==> src/rtl/icache_defines.svh <==
`ifndef ICACHE_DEFINES_SVH
`define ICACHE_DEFINES_SVH

// Cache geometry
`define ICACHE_SETS         8
`define ICACHE_WAYS         4
`define ICACHE_BLOCK_WORDS  4

// Burst memory
`define MEM_WORDS           1024
`define MEM_LATENCY         6

// Address fields, 2 byte bits below the word offset
`define ICACHE_OFF_BITS     2
`define ICACHE_SET_BITS     3
`define ICACHE_TAG_BITS     (32 - `ICACHE_SET_BITS - `ICACHE_OFF_BITS - 2)

`endif

==> src/rtl/icache_pkg.sv <==
`default_nettype none

`include "icache_defines.svh"

package icache_pkg;

    typedef logic [31:0] addr_t;
    typedef logic [31:0] instr_t;
    typedef logic [`ICACHE_TAG_BITS-1:0] tag_t;
    typedef logic [`ICACHE_SET_BITS-1:0] set_idx_t;
    typedef logic [`ICACHE_OFF_BITS-1:0] word_off_t;
    typedef logic [1:0] way_t;

    typedef enum logic [1:0] {
        SRC_HIT,
        SRC_PREFETCH,
        SRC_MISS
    } fetch_src_e;

    typedef struct packed {
        addr_t addr;
    } fetch_req_t;

    typedef struct packed {
        addr_t      addr;
        instr_t     instr;
        fetch_src_e src;
    } fetch_rsp_t;

    typedef struct packed {
        addr_t     block_addr;
        word_off_t crit;
        logic      is_prefetch;
    } mem_req_t;

    typedef struct packed {
        instr_t    data;
        word_off_t off;
    } mem_beat_t;

    typedef struct packed {
        set_idx_t                              set;
        tag_t                                  tag;
        instr_t [`ICACHE_BLOCK_WORDS-1:0] words;
    } fill_t;

    typedef enum logic [1:0] {
        IDLE,
        WAIT_DEMAND,
        WAIT_PREFETCH,
        MOVE_PF
    } refill_state_e;

endpackage

`default_nettype wire

==> src/rtl/icache_ctrl.sv <==
`default_nettype none
`timescale 1ns/1ps

`include "icache_defines.svh"

module icache_ctrl (
    input  logic                                        Clk,
    input  logic                                        rst,
    input  logic                                        fetch_valid,
    input  icache_pkg::fetch_req_t                      fetch_req,
    input  logic                                        flush,
    output logic                                        rsp_valid,
    output icache_pkg::fetch_rsp_t                      rsp,
    output logic                                        busy,
    output icache_pkg::addr_t                           lookup_addr,
    input  logic                                        hit,
    input  icache_pkg::way_t                            hit_way,
    input  icache_pkg::instr_t [`ICACHE_BLOCK_WORDS-1:0] hit_words,
    output logic                                        fill_valid,
    output icache_pkg::fill_t                           fill,
    output logic                                        pf_start,
    output icache_pkg::addr_t                           pf_addr,
    output logic                                        pf_beat_valid,
    output logic                                        pf_cancel,
    output logic                                        pf_take,
    input  logic                                        pf_hit,
    input  icache_pkg::instr_t [`ICACHE_BLOCK_WORDS-1:0] pf_words,
    output logic                                        mem_req_valid,
    output icache_pkg::mem_req_t                        mem_req,
    input  logic                                        mem_busy,
    input  logic                                        mem_beat_valid,
    input  icache_pkg::mem_beat_t                       mem_beat
);

    localparam int SB = `ICACHE_OFF_BITS + 2;

    icache_pkg::refill_state_e                   state_q;
    icache_pkg::addr_t                           req_q;
    icache_pkg::instr_t [`ICACHE_BLOCK_WORDS-1:0] words_q;
    icache_pkg::word_off_t                       beat_cnt_q;
    logic                                        fill_q;
    logic                                        pf_pending_q;
    logic                                        sent_q;
    logic                                        drop_q;
    logic                                        burst_pf_q;

    logic                  accept;
    logic                  fwd_hit;
    logic                  demand_req;
    logic                  demand_beat;
    logic                  pf_launch;
    logic                  pf_busy;
    icache_pkg::addr_t     next_blk;
    icache_pkg::word_off_t req_off;

    assign accept   = fetch_valid && !flush && (state_q == icache_pkg::IDLE);
    assign req_off  = fetch_req.addr[SB-1:2];
    assign next_blk = {req_q[31:SB], {SB{1'b0}}} + 32'(`ICACHE_BLOCK_WORDS * 4);
    // Block being written this cycle is not in the store yet
    assign fwd_hit  = fill_q && (fetch_req.addr[31:SB] == req_q[31:SB]);

    assign demand_req  = (state_q == icache_pkg::WAIT_DEMAND) && !sent_q && !mem_busy;
    assign demand_beat = (state_q == icache_pkg::WAIT_DEMAND) && mem_beat_valid && !burst_pf_q;
    assign pf_launch   = pf_pending_q && !flush && !mem_busy && (state_q == icache_pkg::IDLE);
    assign pf_busy     = (burst_pf_q && mem_busy) || pf_launch;

    assign busy          = (state_q != icache_pkg::IDLE);
    assign pf_start      = pf_launch;
    assign pf_addr       = next_blk;
    assign pf_beat_valid = mem_beat_valid && burst_pf_q;
    assign pf_cancel     = flush && pf_pending_q && (state_q == icache_pkg::IDLE);
    assign pf_take       = accept && !hit && !fwd_hit && pf_hit;

    assign fill_valid = fill_q || (state_q == icache_pkg::MOVE_PF);
    assign fill.set   = req_q[SB +: `ICACHE_SET_BITS];
    assign fill.tag   = req_q[31 -: `ICACHE_TAG_BITS];
    assign fill.words = words_q;

    // In the fill cycle an idle lookup port checks the next block
    always_comb begin
        if (state_q != icache_pkg::IDLE) begin
            lookup_addr = req_q;
        end else if (fill_q && !fetch_valid) begin
            lookup_addr = next_blk;
        end else begin
            lookup_addr = fetch_req.addr;
        end
    end

    always_comb begin
        mem_req_valid       = demand_req || pf_launch;
        mem_req.is_prefetch = !demand_req;
        mem_req.block_addr  = demand_req ? {req_q[31:SB], {SB{1'b0}}} : next_blk;
        mem_req.crit        = demand_req ? req_q[SB-1:2] : '0;
    end

    always_ff @(posedge Clk) begin
        if (rst) begin
            state_q      <= icache_pkg::IDLE;
            rsp_valid    <= 1'b0;
            fill_q       <= 1'b0;
            pf_pending_q <= 1'b0;
            sent_q       <= 1'b0;
            drop_q       <= 1'b0;
            burst_pf_q   <= 1'b0;
            beat_cnt_q   <= '0;
        end else begin
            rsp_valid    <= 1'b0;
            fill_q       <= 1'b0;
            pf_pending_q <= 1'b0;
            if (mem_req_valid) begin
                burst_pf_q <= mem_req.is_prefetch;
            end
            if (demand_req) begin
                sent_q <= 1'b1;
            end
            if (flush) begin
                drop_q <= 1'b1;
            end
            case (state_q)
                icache_pkg::IDLE: begin
                    if (fill_q && !fetch_valid && !hit && !pf_hit && !flush) begin
                        pf_pending_q <= 1'b1;
                    end
                    if (accept) begin
                        if (hit || fwd_hit) begin
                            rsp_valid <= 1'b1;
                        end else if (pf_hit) begin
                            rsp_valid <= 1'b1;
                            state_q   <= icache_pkg::MOVE_PF;
                        end else begin
                            state_q    <= pf_busy ? icache_pkg::WAIT_PREFETCH
                                                  : icache_pkg::WAIT_DEMAND;
                            sent_q     <= 1'b0;
                            drop_q     <= 1'b0;
                            beat_cnt_q <= '0;
                        end
                    end
                end
                icache_pkg::WAIT_PREFETCH: begin
                    // Prefetch burst cannot be interrupted
                    if (!mem_busy) begin
                        state_q <= icache_pkg::WAIT_DEMAND;
                    end
                end
                icache_pkg::WAIT_DEMAND: begin
                    if (demand_beat) begin
                        beat_cnt_q <= beat_cnt_q + 1'b1;
                        if (mem_beat.off == req_q[SB-1:2] && !drop_q && !flush) begin
                            rsp_valid <= 1'b1;
                        end
                        if (beat_cnt_q == icache_pkg::word_off_t'(`ICACHE_BLOCK_WORDS - 1)) begin
                            state_q <= icache_pkg::IDLE;
                            fill_q  <= 1'b1;
                        end
                    end
                end
                default: begin
                    state_q <= icache_pkg::IDLE;
                end
            endcase
        end
    end

    always_ff @(posedge Clk) begin
        if (accept) begin
            req_q    <= fetch_req.addr;
            rsp.addr <= fetch_req.addr;
            if (hit) begin
                rsp.instr <= hit_words[req_off];
                rsp.src   <= icache_pkg::SRC_HIT;
            end else if (fwd_hit) begin
                rsp.instr <= words_q[req_off];
                rsp.src   <= icache_pkg::SRC_HIT;
            end else begin
                rsp.instr <= pf_words[req_off];
                rsp.src   <= icache_pkg::SRC_PREFETCH;
            end
        end else if (demand_beat && mem_beat.off == req_q[SB-1:2]) begin
            // Critical word goes straight to the core
            rsp.addr  <= req_q;
            rsp.instr <= mem_beat.data;
            rsp.src   <= icache_pkg::SRC_MISS;
        end
        if (pf_take) begin
            words_q <= pf_words;
        end else if (demand_beat) begin
            words_q[mem_beat.off] <= mem_beat.data;
        end
    end

    assert property (@(posedge Clk) disable iff (rst) fetch_valid |-> !busy)
        else $error("fetch_valid raised while busy");

endmodule

`default_nettype wire

==> config.mk <==
export PLATFORM = sky130hd
export DESIGN_NAME = icache_ctrl
export DESIGN_NICKNAME = d
export VERILOG_FILES = /design/src/rtl/icache_pkg.sv /design/src/rtl/icache_ctrl.sv
export VERILOG_INCLUDE_DIRS = /design/src /design/src/rtl
export SDC_FILE = /design/constraint.sdc
export NUM_CORES = 1
export LEC_CHECK = 0
export ABC_AREA = 1
export BUFFER_PORTS_ARGS = -buffer_cell sky130_fd_sc_hd__buf_2
export CAP_MARGIN = 25
export CORE_AREA = 2 2 257 259
export CTS_CLUSTER_DIAMETER = 100
export CTS_CLUSTER_SIZE = 16
export DETAILED_ROUTE_END_ITERATION = 8
export DIE_AREA = 0 0 259 261
export PLACE_DENSITY_LB_ADDON = 0.12
export SYNTH_ARGS = -nofsm -noshare
export SYNTH_HDL_FRONTEND = slang
export SYNTH_SLANG_ARGS = --single-unit
==> constraint.sdc <==
create_clock -name Clk -period 6.45 [get_ports Clk]
set_input_delay 0.3225 -clock Clk [delete_from_list [all_inputs] [get_ports Clk]]
set_output_delay 0.3225 -clock Clk [all_outputs]
set_load 0.05 [all_outputs]
* Word-level counts from Yosys, hierarchy flattened
Cells that the tools add are included.
Operators by class: eq/ne operators 12, order comparisons 3, mux-type cells 50, reductions and logical operators 48, bitwise gates (word level) 3, $add $sub $neg 2
Operator list (count):
- 2-to-1 mux 128 bit | 2
- 2-to-1 mux 32 bit | 7
- binary-select mux 32 bit (select 2 bit) | 3
- 2-to-1 mux 66 bit | 2
- bitwise mux 128 bit | 1
- 2-to-1 mux 34 bit | 2
- demux 32 bit (select 2 bit) | 1
- adder 32 x 5 -> 32 bit (second input constant) | 1
- equality test 28 bit | 1
- logical AND 1 bit | 25
- 2-to-1 mux 2 bit | 12
- 2-to-1 mux 1 bit | 17
- zero test 1 bit | 10
- != test 2 bit (second input constant) | 5
- AND reduction 5 bit | 2
- nonzero test 2 bit | 4
- equality test 2 bit (second input constant) | 3
- < comparator 2 x 3 -> 1 bit (second input constant) | 2
- case mux 2 bit (3 select lines) | 1
- logical OR 1 bit | 4
- case mux 2 bit (2 select lines) | 1
- inverter 1 bit | 3
- OR reduction 3 bit | 1
- adder 2 x 1 -> 2 bit (second input constant) | 1
- 7 further kinds | 7
Word-level totals: output and inout bits 329, input port bits 332, flip-flop bits (word level) 236, logic and storage cells 134

* Depth between registers and ports, before layout
depth after elaboration 10, mapped depth 17, depth with buffers taken out 15

* Least setup slack after synthesis
No wires, ideal clock.
path type register to output, from register req_q[4], to output lookup_addr[26], cell stages (with the launch flop) 10, path slack 2699 ps, data arrival time 3428 ps, required time 6128 ps, buffers on the path 0, path through edfxtp_1 > ha_1 > nand3_1 > nor2_1 > nand4_1 > nor2_1 > nand2_1 > xor2_1 > nor2_1 > o21ai_0
On the way: cells in the longest elaborated chain, start to end 3
Ends and longest elaborated chain:
- from (decl) | line icache_ctrl.sv:38 | icache_pkg::addr_t req_q;
- from (signal assigned) | line icache_ctrl.sv:167 | req_q <= fetch_req.addr;
- adder 32 x 5 -> 32 bit | line icache_ctrl.sv:58 | assign next_blk = {req_q[31:SB], {SB{1'b0}}} + 32'(`ICACHE_BLOCK_WORDS * 4);
- net pf_addr[26] | line icache_ctrl.sv:22 | output icache_pkg::addr_t pf_addr,
- 2-to-1 mux 32 bit | line icache_ctrl.sv:83 | end else if (fill_q && !fetch_valid) begin
- 2-to-1 mux 32 bit | line icache_ctrl.sv:81 | if (state_q != icache_pkg::IDLE) begin
- to (decl) | line icache_ctrl.sv:15 | output icache_pkg::addr_t lookup_addr,
The timed path passes the listed nets, and every way through them passes these cells.

* Worst setup path in the final report
from register req_q[20], to output pf_take
On the way: cells in the longest elaborated chain, start to end 5
Ends and longest elaborated chain:
- equality test 28 bit | line icache_ctrl.sv:60 | assign fwd_hit = fill_q && (fetch_req.addr[31:SB] == req_q[31:SB]);
- logical AND 1 bit | line icache_ctrl.sv:60
- zero test 1 bit | line icache_ctrl.sv:72 | assign pf_take = accept && !hit && !fwd_hit && pf_hit;
- logical AND 1 bit (2 in series) | line icache_ctrl.sv:72
- to (decl) | line icache_ctrl.sv:25 | output logic pf_take,
Every way passes these cells.

==> out/metrics.yaml <==
status: "finished clean"
ys.warnings.count: 0
synth_top_area_cell: "edfxtp_1"
rsz0062_at_grt: "false"
synthTopCellsByArea: "edfxtp_1 (43%), nand2_1 (13%), nand3_1 (6.5%), o21ai_0 (6.1%), inv_1 (4.1%)"
holdCritPathClass: "in2reg"
core_area_um2: 65000
ir_drop_mv: 0.168
ant_nets: 0
max_freq_ghz: 0.230
crit_family: "buffers and inverters"
synth_edf_count: 226
insertion_delay_ps: 550
hold_path_end: "req_q[31]"
clock-skew-final_ps: 27.2
setup-tns-final_ps: 0
avgSynthCellArea_um2: 7.72
port-buffer-count: 650
p_clk_frac: 0.217
synthesis.area_um2: 15800
async_flop_share: 0
powerDensity_nw_per_um2: 319
drc_errors: 0
holdPathStages: 1
netSwitchingFraction: 0.498
grt_util_met3: 0.0372
die_area_um2: 67600
drive_above_1_share: 0.285
p_int_mw: 3.29
top_level_ports: 661
use_met2: 0.373
crit_path_start_kind: "flop"
crit_cells: 14
critPathMaxFanout: 134
period_needed_ps: 4350
place_congestion: 0.868
worstPathArrival_ps: 4020
reg2reg_setup_slack_ps: 2130
wl_per_cell_um: 22.9
drt_iter0_markers: 1275
die_h_um: 261
crit_required_ps: 6130
netlist.area_leader.share: 0.428
grt_max_degree: 160
grt_pass1_vias: 15898
firstDrtPassIters: 5
cts_tree: "yes"
nets: 2931
via_count: 16963
synth_cell_types: 38
seq_power_share: 0.313
htree_levels: 1
dp.cells: 3408
antenna_found_initial: 12
utilization: 0.316
combPwrFrac: 0.470
final_cells: 3481
slew_viol_final: 0
crit_type: "reg2out"
crit_buf_inv: 4
path_cells: "inv_2 > nand2_1 > nand2_1 > nand2_1 > nor2_1 > nand2_1 > nor2_2 > nand2_2 > buf_4 > nand2_4 > nor2_4 > nand2_8 > inv_2 > buf_2"
ys_ff_latch: 236
p_leak_nw: 9.48
grt-busiest-layer: "met2"
met1_usage: 0.292
cpMaxStageDelayCell: "inv_2"
synth_top_cells_by_count: "nand2_1 (568), edfxtp_1 (226), nand3_1 (206)"
track_usage: 0.222
r2r_start: "req_q[20]"
nFillCells: 7104
setup_violations: 0
grt_pass1_wl_um: 112000
r2r_cells: 16
maxSlewHeadroom: 0.319
p_sw_mw: 3.26
syn2layout_area_growth_pct: 29.7
yosysSeqAreaShare: 0.441
grt-ovfl-total: 0
cts_buffer_depth: 3
drt-total-wl_um: 79800
max_stage_delay_ps: 580
hpwl_um: 54700
num_rows: 94
reg2reg_to: "fill[42]"
die_w_um: 259
crit_top_cell: "nand2_1"
hold_slack_ps: 41.4
ys.flop_type: "edfxtp_1"
max_cap_viol_count: 0
hold_start: "fetch_req[31]"
clock_sinks: 236
viasPerCell: 4.87
yosysMostFrequentCell: "nand2_1"
worst_pin_slew_ps: 1020
finalCritPeriodShare: 0.674
cts.clk_slew.worst_paths_ps: 80
cts_root_buffer: "clkbuf_16"
start_util: 0.244
crit_path_end_kind: "output pin"
postSynthCellCount: 2051
cts_buffers: 22
hold_viol_final: 0
## cell type report
type | instances | area, um^2 | share of cell area
Inverter | 190 | 713 | 0.0347
Clock buffer | 29 | 598 | 0.0291
Antenna cell | 7 | 17.5 | 0.000853
Tap cell | 864 | 1080 | 0.0526
Timing Repair Buffer | 702 | 3770 | 0.183
Multi-Input combinational cell | 1445 | 7270 | 0.354
Clock inverter | 8 | 113 | 0.00548
Sequential cell | 236 | 6990 | 0.340
## logic make-up (layout without fill, tap and decap cells)
group / Yosys count / in the layout / share of synthesized area
xor+xnor: 36 / 36 / 0.0199
compound gates: 431 / 431 / 0.148
other cells: 1 / 15 / 0.000237
buf+inv: 377 / 929 / 0.106
simple gates: 904 / 904 / 0.242
mux: 64 / 64 / 0.0404
flops: 236 / 236 / 0.441
fa+ha+maj: 2 / 2 / 0.00158
## how the worst max path moves through the flow
stage / startpoint / to
5_1_grt: req_q[21] / fill[107]
3_3_place_gp: req_q[20] / fill[122]
6_report: req_q[20] / pf_take
4_1_cts: req_q[20] / pf_take
3_5_place_dp: req_q[20] / fill[42]
2_1_floorplan: req_q[4] / lookup_addr[26]
## power by group through the flow
stage          Clock (mW)  Combinational, mW  Sequential, mW
6_report             1.42               3.08            2.05
3_5_place_dp            0               3.08            2.08
5_1_grt              1.50               3.26            2.07
4_1_cts              1.47               3.10            2.05
2_1_floorplan           0               1.72            2.53
3_3_place_gp            0               3.08            2.08
## placed cells by master (no fill, tap or decap), types with 20 or more instances in the layout
cell type / n
buf_2: 647
edfxtp_1: 226
nand3_1: 206
o21ai_1: 70
inv_2: 20
o211ai_1: 65
clkbuf_16: 23
mux2i_1: 64
xor2_1: 28
nor2_1: 60
dlygate4sd3_1: 28
inv_1: 169
a21oi_1: 85
nand4_1: 43
nand2_1: 565
buf_4: 22
o21ai_0: 191
## state kept, by name, summed over array words and instances, names as in the netlist
register	count
fill	128
rsp	66
req_q	32
beat_cnt_q	2
state_q	2
burst_pf_q	1
drop_q	1
fill_q	1
pf_pending_q	1
rsp_valid	1
sent_q	1
## repair_timing
item	CTS	global route
endpoints found under the hold margin	28	0
gates resized for setup	0	0
hold buffers	28	0
setup buffers	0	0
## per-stage QoR
stage	setup slack [ps]	cell area, um^2	power, mW
2_1_floorplan	2700	15900	4.25
3_3_place_gp	2130	19500	5.16
3_5_place_dp	2140	19500	5.16
4_1_cts	1990	20500	6.62
5_1_grt	1810	20500	6.84
6_report	2100	20500	6.55
## metal layers
| metal | vias up | part of all wire |
|---|---|---|
| li1 | 8050 | - |
| met1 | 8085 | 0.42 |
| met2 | 701 | 0.48 |
| met3 | 119 | 0.066 |
| met4 | 8 | 0.033 |
| met5 | - | 0.00055 |
(Power assumes the default switching activity.)
