==> src/rtl/icache_defines.svh <==
`ifndef ICACHE_DEFINES_SVH
`define ICACHE_DEFINES_SVH

// Cache geometry
`define ICACHE_SETS         8
`define ICACHE_WAYS         4
`define ICACHE_BLOCK_WORDS  4

// Burst memory
`define MEM_WORDS           1024
`define MEM_LATENCY         6

// Address fields, 2 byte bits below the word offset
`define ICACHE_OFF_BITS     2
`define ICACHE_SET_BITS     3
`define ICACHE_TAG_BITS     (32 - `ICACHE_SET_BITS - `ICACHE_OFF_BITS - 2)

`endif

==> src/rtl/icache_pkg.sv <==
`default_nettype none

`include "icache_defines.svh"

package icache_pkg;

    typedef logic [31:0] addr_t;
    typedef logic [31:0] instr_t;
    typedef logic [`ICACHE_TAG_BITS-1:0] tag_t;
    typedef logic [`ICACHE_SET_BITS-1:0] set_idx_t;
    typedef logic [`ICACHE_OFF_BITS-1:0] word_off_t;
    typedef logic [1:0] way_t;

    typedef enum logic [1:0] {
        SRC_HIT,
        SRC_PREFETCH,
        SRC_MISS
    } fetch_src_e;

    typedef struct packed {
        addr_t addr;
    } fetch_req_t;

    typedef struct packed {
        addr_t      addr;
        instr_t     instr;
        fetch_src_e src;
    } fetch_rsp_t;

    typedef struct packed {
        addr_t     block_addr;
        word_off_t crit;
        logic      is_prefetch;
    } mem_req_t;

    typedef struct packed {
        instr_t    data;
        word_off_t off;
    } mem_beat_t;

    typedef struct packed {
        set_idx_t                              set;
        tag_t                                  tag;
        instr_t [`ICACHE_BLOCK_WORDS-1:0] words;
    } fill_t;

    typedef enum logic [1:0] {
        IDLE,
        WAIT_DEMAND,
        WAIT_PREFETCH,
        MOVE_PF
    } refill_state_e;

endpackage

`default_nettype wire

==> src/rtl/prefetch_buf.sv <==
`default_nettype none
`timescale 1ns/1ps

`include "icache_defines.svh"

module prefetch_buf (
    input  logic                                        Clk,
    input  logic                                        rst,
    input  logic                                        pf_start,
    input  icache_pkg::addr_t                           pf_addr,
    input  logic                                        pf_beat_valid,
    input  icache_pkg::mem_beat_t                       pf_beat,
    input  logic                                        pf_cancel,
    input  logic                                        pf_take,
    input  icache_pkg::addr_t                           lookup_addr,
    output logic                                        pf_hit,
    output icache_pkg::instr_t [`ICACHE_BLOCK_WORDS-1:0] pf_words
);

    localparam int SB = `ICACHE_OFF_BITS + 2;

    icache_pkg::addr_t                           addr_q;
    icache_pkg::instr_t [`ICACHE_BLOCK_WORDS-1:0] words_q;
    icache_pkg::word_off_t                       cnt_q;
    logic                                        valid_q;

    assign pf_hit   = valid_q && (lookup_addr[31:SB] == addr_q[31:SB]);
    assign pf_words = words_q;

    always_ff @(posedge Clk) begin
        if (rst) begin
            valid_q <= 1'b0;
            cnt_q   <= '0;
        end else if (pf_start) begin
            valid_q <= 1'b0;
            cnt_q   <= '0;
        end else begin
            if (pf_cancel || pf_take) begin
                valid_q <= 1'b0;
            end
            if (pf_beat_valid) begin
                cnt_q <= cnt_q + 1'b1;
                // Block complete after the last beat
                if (cnt_q == icache_pkg::word_off_t'(`ICACHE_BLOCK_WORDS - 1)) begin
                    valid_q <= 1'b1;
                end
            end
        end
    end

    always_ff @(posedge Clk) begin
        if (pf_start) begin
            addr_q <= pf_addr;
        end
        if (pf_beat_valid) begin
            words_q[pf_beat.off] <= pf_beat.data;
        end
    end

endmodule

`default_nettype wire

==> config.mk <==
export PLATFORM = sky130hd
export DESIGN_NAME = prefetch_buf
export DESIGN_NICKNAME = d
export VERILOG_FILES = /design/src/rtl/icache_pkg.sv /design/src/rtl/prefetch_buf.sv
export VERILOG_INCLUDE_DIRS = /design/src /design/src/rtl
export SDC_FILE = /design/constraint.sdc
export NUM_CORES = 1
export LEC_CHECK = 0
export BUFFER_PORTS_ARGS = -buffer_cell sky130_fd_sc_hd__buf_2
export CAP_MARGIN = 10
export CORE_MARGIN = 5
export CORE_UTILIZATION = 45
export DETAILED_ROUTE_END_ITERATION = 6
export PLACE_DENSITY_LB_ADDON = 0.25
export SLEW_MARGIN = 20
export SYNTH_ARGS = -nofsm -noshare
export SYNTH_HDL_FRONTEND = slang
export SYNTH_SLANG_ARGS = --single-unit
==> constraint.sdc <==
create_clock -name Clk -period 4.5 [get_ports Clk]
set_input_delay 0.45 -clock Clk [delete_from_list [all_inputs] [get_ports Clk]]
set_output_delay 0.45 -clock Clk [all_outputs]
set_load 0.005 [all_outputs]
Yosys cells after proc, flatten, opt, wreduce, memory -nomap -nowiden
Cells that the tools add are included.
{"block": "op_classes", "n_eq_ne": 2, "n_reduce_logical": 4, "muxes": 6, "add_sub_neg": 1, "order_cmp": 2}
{"op": "128-bit bitwise mux", "n": 1}
{"op": "32-bit demux with 2-bit select", "n": 1}
{"op": "32-bit 2-to-1 mux", "n": 1}
{"op": "28-bit == test", "n": 1}
{"op": "2-bit by 3-bit less-than comparator with 1-bit output (second input constant)", "n": 1}
{"op": "1-bit 2-to-1 mux", "n": 3}
{"op": "2-bit by 1-bit adder with 2-bit output (second input constant)", "n": 1}
{"op": "2-bit == test (second input constant)", "n": 1}
{"op": "2-bit by 1-bit >= comparator with 1-bit output (second input constant)", "n": 1}
{"op": "1-bit logical AND", "n": 2}
{"op": "2-bit OR reduction", "n": 1}
{"op": "1-bit logical OR", "n": 1}
{"block": "word_totals", "wordCells": 22, "register_bits": 163}

Longest topological paths before layout
Gate-level depths: netlist (run 1).
{"block": "logic_depth", "depth_word": 5, "ltp_mapped": 4, "depth_no_buf": 4}

Worst setup path after synthesis (run 1)
OpenSTA, ideal clock, no wires.
{"block": "synth_path", "kind": "input to register", "start": "in pf_beat_valid", "end": "reg words_q (netlist bit pf_words[0]) (enable)", "arrival_time_ns": 3.093, "stages": 2, "setup_slack_ns": 0.939, "setup_time_ns": 0.468, "path_cell_list": "clkbuf_1 -> nor3b_1"}
{"element": "from (decl)", "line": "prefetch_buf.sv:11", "source": "input logic pf_beat_valid,"}
{"element": "to (signal, indexed assignment)", "line": "prefetch_buf.sv:56", "source": "words_q[pf_beat.off] <= pf_beat.data;"}
{"element": "to (decl)", "line": "prefetch_buf.sv:23", "source": "icache_pkg::instr_t [`ICACHE_BLOCK_WORDS-1:0] words_q;"}
No word-level cell between the ends.

Worst setup path after layout (run 1)
{"block": "layout_path", "start": "reg addr_q[29]", "end": "out pf_hit"}
{"block": "layout_via", "elab_chain_cells": 2}
{"element": "from (decl)", "line": "prefetch_buf.sv:22", "source": "icache_pkg::addr_t addr_q;"}
{"element": "from (signal assigned)", "line": "prefetch_buf.sv:53", "source": "addr_q <= pf_addr;"}
{"element": "28-bit == test", "line": "prefetch_buf.sv:27", "source": "assign pf_hit = valid_q && (lookup_addr[31:SB] == addr_q[31:SB]);"}
{"element": "1-bit logical AND", "line": "prefetch_buf.sv:27"}
{"element": "to (decl)", "line": "prefetch_buf.sv:16", "source": "output logic pf_hit,"}
Every way passes these cells.

==> results of run 1 <==
[kinds of logic after synthesis]
group | share of synthesized area, %
DFF | 92.2
AOI/OAI and AO/OA | 0.146
and+or+nand+nor | 2.24
buffers and inverters | 0.0729
muxes | 0.194
xor gates and xnor gates | 4.93
adders and majority gates | 0.243
[cell usage in the layout, fill, tap and decap left out]
| cell | synthesis | layout |
|---|---|---|
| xor2_1 | 19 | 19 |
| clkinv_2 | 0 | 1 |
| ha_1 | 1 | 1 |
| buf_2 | 0 | 224 |
| nor3_1 | 4 | 4 |
| mux2i_1 | 1 | 1 |
| nor2_4 | 0 | 1 |
| dfxtp_1 | 3 | 3 |
| inv_8 | 0 | 2 |
| nor4_2 | 1 | 1 |
| clkinv_8 | 0 | 1 |
| nand3_1 | 1 | 1 |
| inv_6 | 0 | 6 |
| clkbuf_16 | 0 | 17 |
| buf_4 | 0 | 1 |
| bufinv_16 | 0 | 1 |
| and3_2 | 0 | 1 |
| nand4_1 | 3 | 3 |
| a22oi_1 | 1 | 1 |
| edfxtp_1 | 156 | 156 |
| clkinvlp_4 | 0 | 3 |
| nor3b_2 | 0 | 1 |
| clkinv_1 | 0 | 1 |
| xnor2_1 | 10 | 10 |
| nand2_1 | 1 | 1 |
| nor2_1 | 2 | 1 |
| and3b_2 | 0 | 1 |
| nor4_1 | 4 | 4 |
[worst max-delay path: stages, from the launching register on]
cell,delay (ps)
edfxtp_1,380
xor2_1,170
nor4_1,330
nand4_1,190
nor4_2,160
buf_2,150
[metal layers]
metal  part of all wire, %  global-route usage (%)
met2                    52                    26.4
met5                     0                       0
met4                  0.81                    6.04
met1                    36                    17.5
met3                    11                    7.71
[flip-flops by register name, summed over array words and instances (netlist names)]
name / flops
cnt_q: 2
valid_q: 1
pf_words: 128
addr_q: 28
[cell type report]
class | count | area (um2) | share of cell area (%)
clock inverters | 15 | 153 | 2.17
repair buffers | 225 | 1130 | 16.0
well taps | 143 | 179 | 2.54
clock buffers | 17 | 425 | 6.04
flip-flops and latches | 159 | 4740 | 67.4
multi-input cells | 51 | 414 | 5.88
[stage by stage]
step                util, %  setup WS, ps
finish                 62.2          2260
global route           62.2          2140
CTS                    62.2          2220
detailed placement     57.1          2260
global placement       57.1          2230
floorplan                 -           939
[final timing paths]
kind | start | to | slack, ps | cells past startpoint
worst max-delay path | addr_q[29] | pf_hit | 2260 | 5
worst min-delay path | pf_addr[30] | addr_q[30] | 220 | 1
worst max register to register | cnt_q[0] | cnt_q[1] | 3560 | 3
worst min register to register | cnt_q[1] | cnt_q[1] | 540 | 2
[where the power goes]
part           leakage, nW  switching (W)  internal [W]
Clock                0.276       0.000590      0.000780
Sequential            1.47      0.0000209       0.00171
Combinational         1.03      0.0000923     0.0000825
==> key figures, run 1 <==
Final layout
  – Layout Nets: approximately 560
  – Layout area overhead: 36.8%
  – Final instance area: just over 0.007 mm2
  – # diodes: 0
  – Share of cells above drive strength 1: between 50% and 60%
  – Non-filler cells, final: 610
  – Fill count: between 800 and 900

Critical path
  – CP Capture Type: primary output
  – CP required: a little over 4000 ps
  – CP Max Fanout: 1
  – CP Data Arrival Time: approximately 1800 ps
  – Crit Path Class: flop to primary output
  – Crit start category: flop

Yosys
  – Syn_nets: 316
  – Synthesis Warnings: 0
  – Gate Count Post-Synth: between 200 and 250
  – Cell variety after synth: 18
  – Synth cell count leaders: edfxtp_1, xor2_1, xnor2_1
  – Synthesized area per cell: 24.4 um2
  – Seq/Total Area, Yosys: ~90%
  – Ys async rst share: 0%
  – Most used DFF post-synth: edfxtp_1
  – Syn Std Cell Area: a little over 0.005 mm2
  – Fraction of synthesized cell area taken by the top area cell type: 91.0%
  – Synthesized flop and latch total: between 150 and 200
  – Post-synth top area cell: edfxtp_1
  – Post-synth EDFFs: roughly 160
  – Top-count cell post-synth: edfxtp_1
  – Top area cells in the synthesized netlist: edfxtp_1, xor2_1, xnor2_1

STA
  – Tmin final: approximately 2200 ps
  – Setup Viol. Count Final: 0
  – Final hold viol count: 0
  – Worst slew pin tran: between 1000 and 1500 ps
  – Slew margin rel.: 32.1%
  – Fin Hold WS: 215 ps
  – Clock skew: 0.231 ps
  – Max Freq: 0.446 GHz
  – Setup TNS Final: 0 ps
  – Unrepaired setup endpoints after global routing: no
  – Fin crit share: roughly 50%
  – Final Max Slew Viols: 0

Job
  – # Max-Cap Violations: 0

CTS
  – Post-cts resize count: 0
  – Setup bufs post-CTS: 0
  – Clk Latency, worst-skew pair: ~400 ps
  – Max Root-Sink Buffers: 2
  – Hold Buf Count CTS: 0
  – Root Buffer: clkbuf_16
  – Total CTS buffers: 17
  – H-tree depth: 4
  – CTS tree: done
  – Clock slew at reported path FFs: roughly 60 ps
  – # clock sinks: about 160

Pwr
  – Final Total Pwr: about 0.0033 W
  – Pleak: around 2.8 nW
  – Maximum vdd drop: 0.000283 V
  – PwrDens: ~470 mW/mm2

GRT
  – Grt total ovfl: 0
  – GRT Total Usage: between 10% and 20%
  – Vias in the first global route: roughly 2,800
  – Initial antenna violation count: 0
  – Global-route wire length before repair: between 15,000 and 20,000 um
  – Largest net degree at the start of global routing: 33

Route
  – Via/cell ratio: roughly 4.6
  – DRT Wirelength: 11,000 um
  – Drt pass-1 iters: 4
  – Initial DRC count: about 170
  – WL/cell: about 18 um
  – Vias: ~2,800
  – DRC: 0
  – Final ANT Viol Nets: 0

Floorplan
  – Starting density of the core: 45.5%
  – Die extent in y: about 120 um
  – # rows: 39
  – Die ar.: 0.0137 mm2
  – Core area: approximately 0.011 mm2
  – Num ports: around 230
  – Die W: 117 um

Placement
  – Placed cell count: 578
  – DP HPWL: a little under 8000 um
  – Cell Area, Placed: ~0.0065 mm2
  – PortBufs: between 200 and 250
  – Final GP Congestion: 0.758

Worst hold path
  – Hold Crit Class: input pin to flop

Status
  – Status: finished, final reports clean
(Power assumes the default switching activity.)
==> run 2: changes to the inputs <==
--- a/config.mk
+++ b/config.mk
@@ -9,7 +9,7 @@
 export BUFFER_PORTS_ARGS = -buffer_cell sky130_fd_sc_hd__buf_2
 export CAP_MARGIN = 10
 export CORE_MARGIN = 5
-export CORE_UTILIZATION = 45
+export CORE_UTILIZATION = 42
 export DETAILED_ROUTE_END_ITERATION = 6
 export PLACE_DENSITY_LB_ADDON = 0.25
 export SLEW_MARGIN = 20
==> constraint.sdc (replaced) <==
create_clock -name Clk -period 1.89 [get_ports Clk]
set_input_delay 0.189 -clock Clk [delete_from_list [all_inputs] [get_ports Clk]]
set_output_delay 0.189 -clock Clk [all_outputs]
set_load 0.005 [all_outputs]
==> run 2 against run 1 <==
  * The run now ends with setup timing left
  * Cell area up 9.5%
  * Clock skew about the same
  * Global-route usage up 1.0 points
  * Register-to-register slack worse by 2600 ps
  * Utilization up 2.0 points
  * Wire length up 12%
  * Critical path type unchanged
==> key figures, run 2 (synthesized netlist as in run 1, its figures left out) <==
Pwr
  – Pleak: 3.06 nW (+9.9%)
  – Final Total Pwr: 0.00781 W (+140%)
  – Maximum vdd drop: 0.000658 V (+130%)
  – PwrDens: 1010 mW/mm2 (+120%)

Route
  – Initial DRC count: 149 (-12%)
  – Drt pass-1 iters: 4 (unchanged)
  – DRT Wirelength: 12,300 um (+12%)
  – WL/cell: 18.1 um (+0.78%)
  – Final ANT Viol Nets: 0 (unchanged)
  – Vias: 3,116 (+12%)
  – DRC: 0 (unchanged)
  – Via/cell ratio: 4.59 (+0.30%)

STA
  – Unrepaired setup endpoints after global routing: yes
  – Fin crit share: 103%
  – Worst slew pin tran: 675 ps (-340 ps)
  – Slew margin rel.: 55.0% (+23 points)
  – Setup TNS Final: -59.1 ps (-59.1 ps)
  – Final Max Slew Viols: 0 (unchanged)
  – Tmin final: 1950 ps
  – Setup Viol. Count Final: 1 (+1)
  – Clock skew: 0.348 ps (+0.117 ps)
  – Max Freq: ~0.51 GHz
  – Fin worst setup slack: -59.1 ps (-2320 ps)
  – Final hold viol count: 0 (unchanged)

Critical path
  – Largest stage delay, worst path: 380 ps (about the same)
  – Crit-path cells: xor2_1, nor4_2, nand3_1, nor4_2, buf_2
  – Worst path most repeated cell: nor4_2
  – Crit Path Class: flop to primary output
  – CP Data Arrival Time: 1760 ps (-30 ps)
  – CP Max Fanout: 1 (unchanged)
  – CP required: 1700 ps (-2350 ps)
  – Crit start category: flop
  – CP Capture Type: primary output
  – Worst path slowest cell: edfxtp_1

GRT
  – Initial antenna violation count: 0 (unchanged)
  – Grt total ovfl: 0 (unchanged)
  – Largest net degree at the start of global routing: 32 (-3.0%)
  – GRT Total Usage: 16.9% (+1.0 points)
  – Vias in the first global route: 3,410 (+20%)
  – Global-route wire length before repair: 18,100 um (+16%)

Job
  – # Max-Cap Violations: 0 (unchanged)

Floorplan
  – Starting density of the core: 42.9% (-2.6 points)
  – Die extent in y: 121 um (+3.2%)
  – Core area: 0.0120 mm2 (+6.1%)
  – Die W: 121 um (+3.2%)
  – Die ar.: 0.0146 mm2 (+6.5%)
  – # rows: 40 (+2.6%)
  – Num ports: 233 (unchanged)

CTS
  – Clk Latency, worst-skew pair: 410 ps (about the same)
  – Max Root-Sink Buffers: 2 (unchanged)
  – # clock sinks: 159 (unchanged)
  – Clock slew at reported path FFs: 60 ps (about the same)
  – Total CTS buffers: 17 (unchanged)
  – Root Buffer: clkbuf_16
  – CTS tree: done
  – Setup bufs post-CTS: 0 (unchanged)
  – H-tree depth: 4 (unchanged)

Final layout
  – Layout Nets: 624 (+12%)
  – Fill count: 852 (+1.3%)
  – Most frequent cells in the layout: buf_2, edfxtp_1, dlygate4sd3_1
  – Number of flip-flops in the largest register: 128 (unchanged)
  – Layout area overhead: 49.9%
  – Final instance area: 0.00772 mm2 (+9.5%)
  – Commonest non-fill, non-tap cell in the layout: buf_2
  – # diodes: 0 (unchanged)
  – Share of cells above drive strength 1: 49.6% (-6.3 points)

Placement
  – Final GP Congestion: 0.720 (-5.0%)
  – Cell Area, Placed: 0.00655 mm2 (+1.2%)
  – DP HPWL: 8320 um (+4.7%)
  – PortBufs: 224 (unchanged)

Status
  – Failing checks: setup timing
  – Status: complete, but fails checks

Worst hold path
  – Hold Crit Class: input pin to flop
[run 2: worst paths after layout]
path         cells past startpoint       start        to  slack, ps
min reg2reg                      2    cnt_q[1]  cnt_q[1]        540
max                              5  addr_q[22]    pf_hit        -60
min                              4   pf_cancel   valid_q        130
max reg2reg                      3    cnt_q[0]  cnt_q[1]        960
[run 2: what timing repair did]
action	4_1_cts	5_1_grt
endpoints found under the hold margin	158	0
resized for setup	1	1
setup endpoints to repair	1	1
pin swaps	1	2
hold buffers	61	0
cloned	0	0
[run 2: area by class of cell]
type | count | area [um2] | area share, %
clock buffer | 20 | 437 | 5.66
clock inverter | 12 | 111 | 1.44
sequential | 159 | 4740 | 61.5
tap | 147 | 184 | 2.38
timing repair buffer | 290 | 1810 | 23.4
multi-input combinational | 51 | 433 | 5.61
[run 2: stage by stage]
stage / util (%) / setup slack [ps] / cells / hold WS, ps
final: 64.2 / -59.1 / 679 / 126
after floorplan: - / 141 / 211 / 266
after CTS: 64.2 / -106 / 679 / 95.9
after global routing: 64.2 / -191 / 679 / 160
after detailed placement: 54.5 / 308 / 586 / 367
after global placement: 54.5 / 303 / 586 / 367
[run 2: routing by layer]
| layer | vias to the layer above | wire length [um] | global-route usage (%) | part of all wire, % |
|---|---|---|---|---|
| met5 | - | 0 | 0 | 0 |
| met4 | 0 | 240 | 8.22 | 1.9 |
| met3 | 21 | 805 | 5.75 | 6.5 |
| met2 | 131 | 6740 | 30.2 | 55 |
| met1 | 1510 | 4530 | 17.6 | 37 |
| li1 | 1454 | - | - | - |
[run 2: report_power, final]
| group | leakage [nW] | switching, W | total [W] | internal [W] |
|---|---|---|---|---|
| clock | 0.263 | 0.00132 | 0.00314 | 0.00182 |
| combinational | 1.32 | 0.000252 | 0.000543 | 0.000291 |
| sequential | 1.47 | 0.0000537 | 0.00413 | 0.00408 |
| total | 3.06 | 0.00162 | 0.00781 | 0.00619 |
[run 2: critical path, delay by kind of cell (launching register included)]
| family | cells | cell delay (ps) |
|---|---|---|
| DFF | 1 | 380 |
| xor gates and xnor gates | 1 | 180 |
| buffers and inverters | 1 | 160 |
| and+or+nand+nor | 3 | 620 |
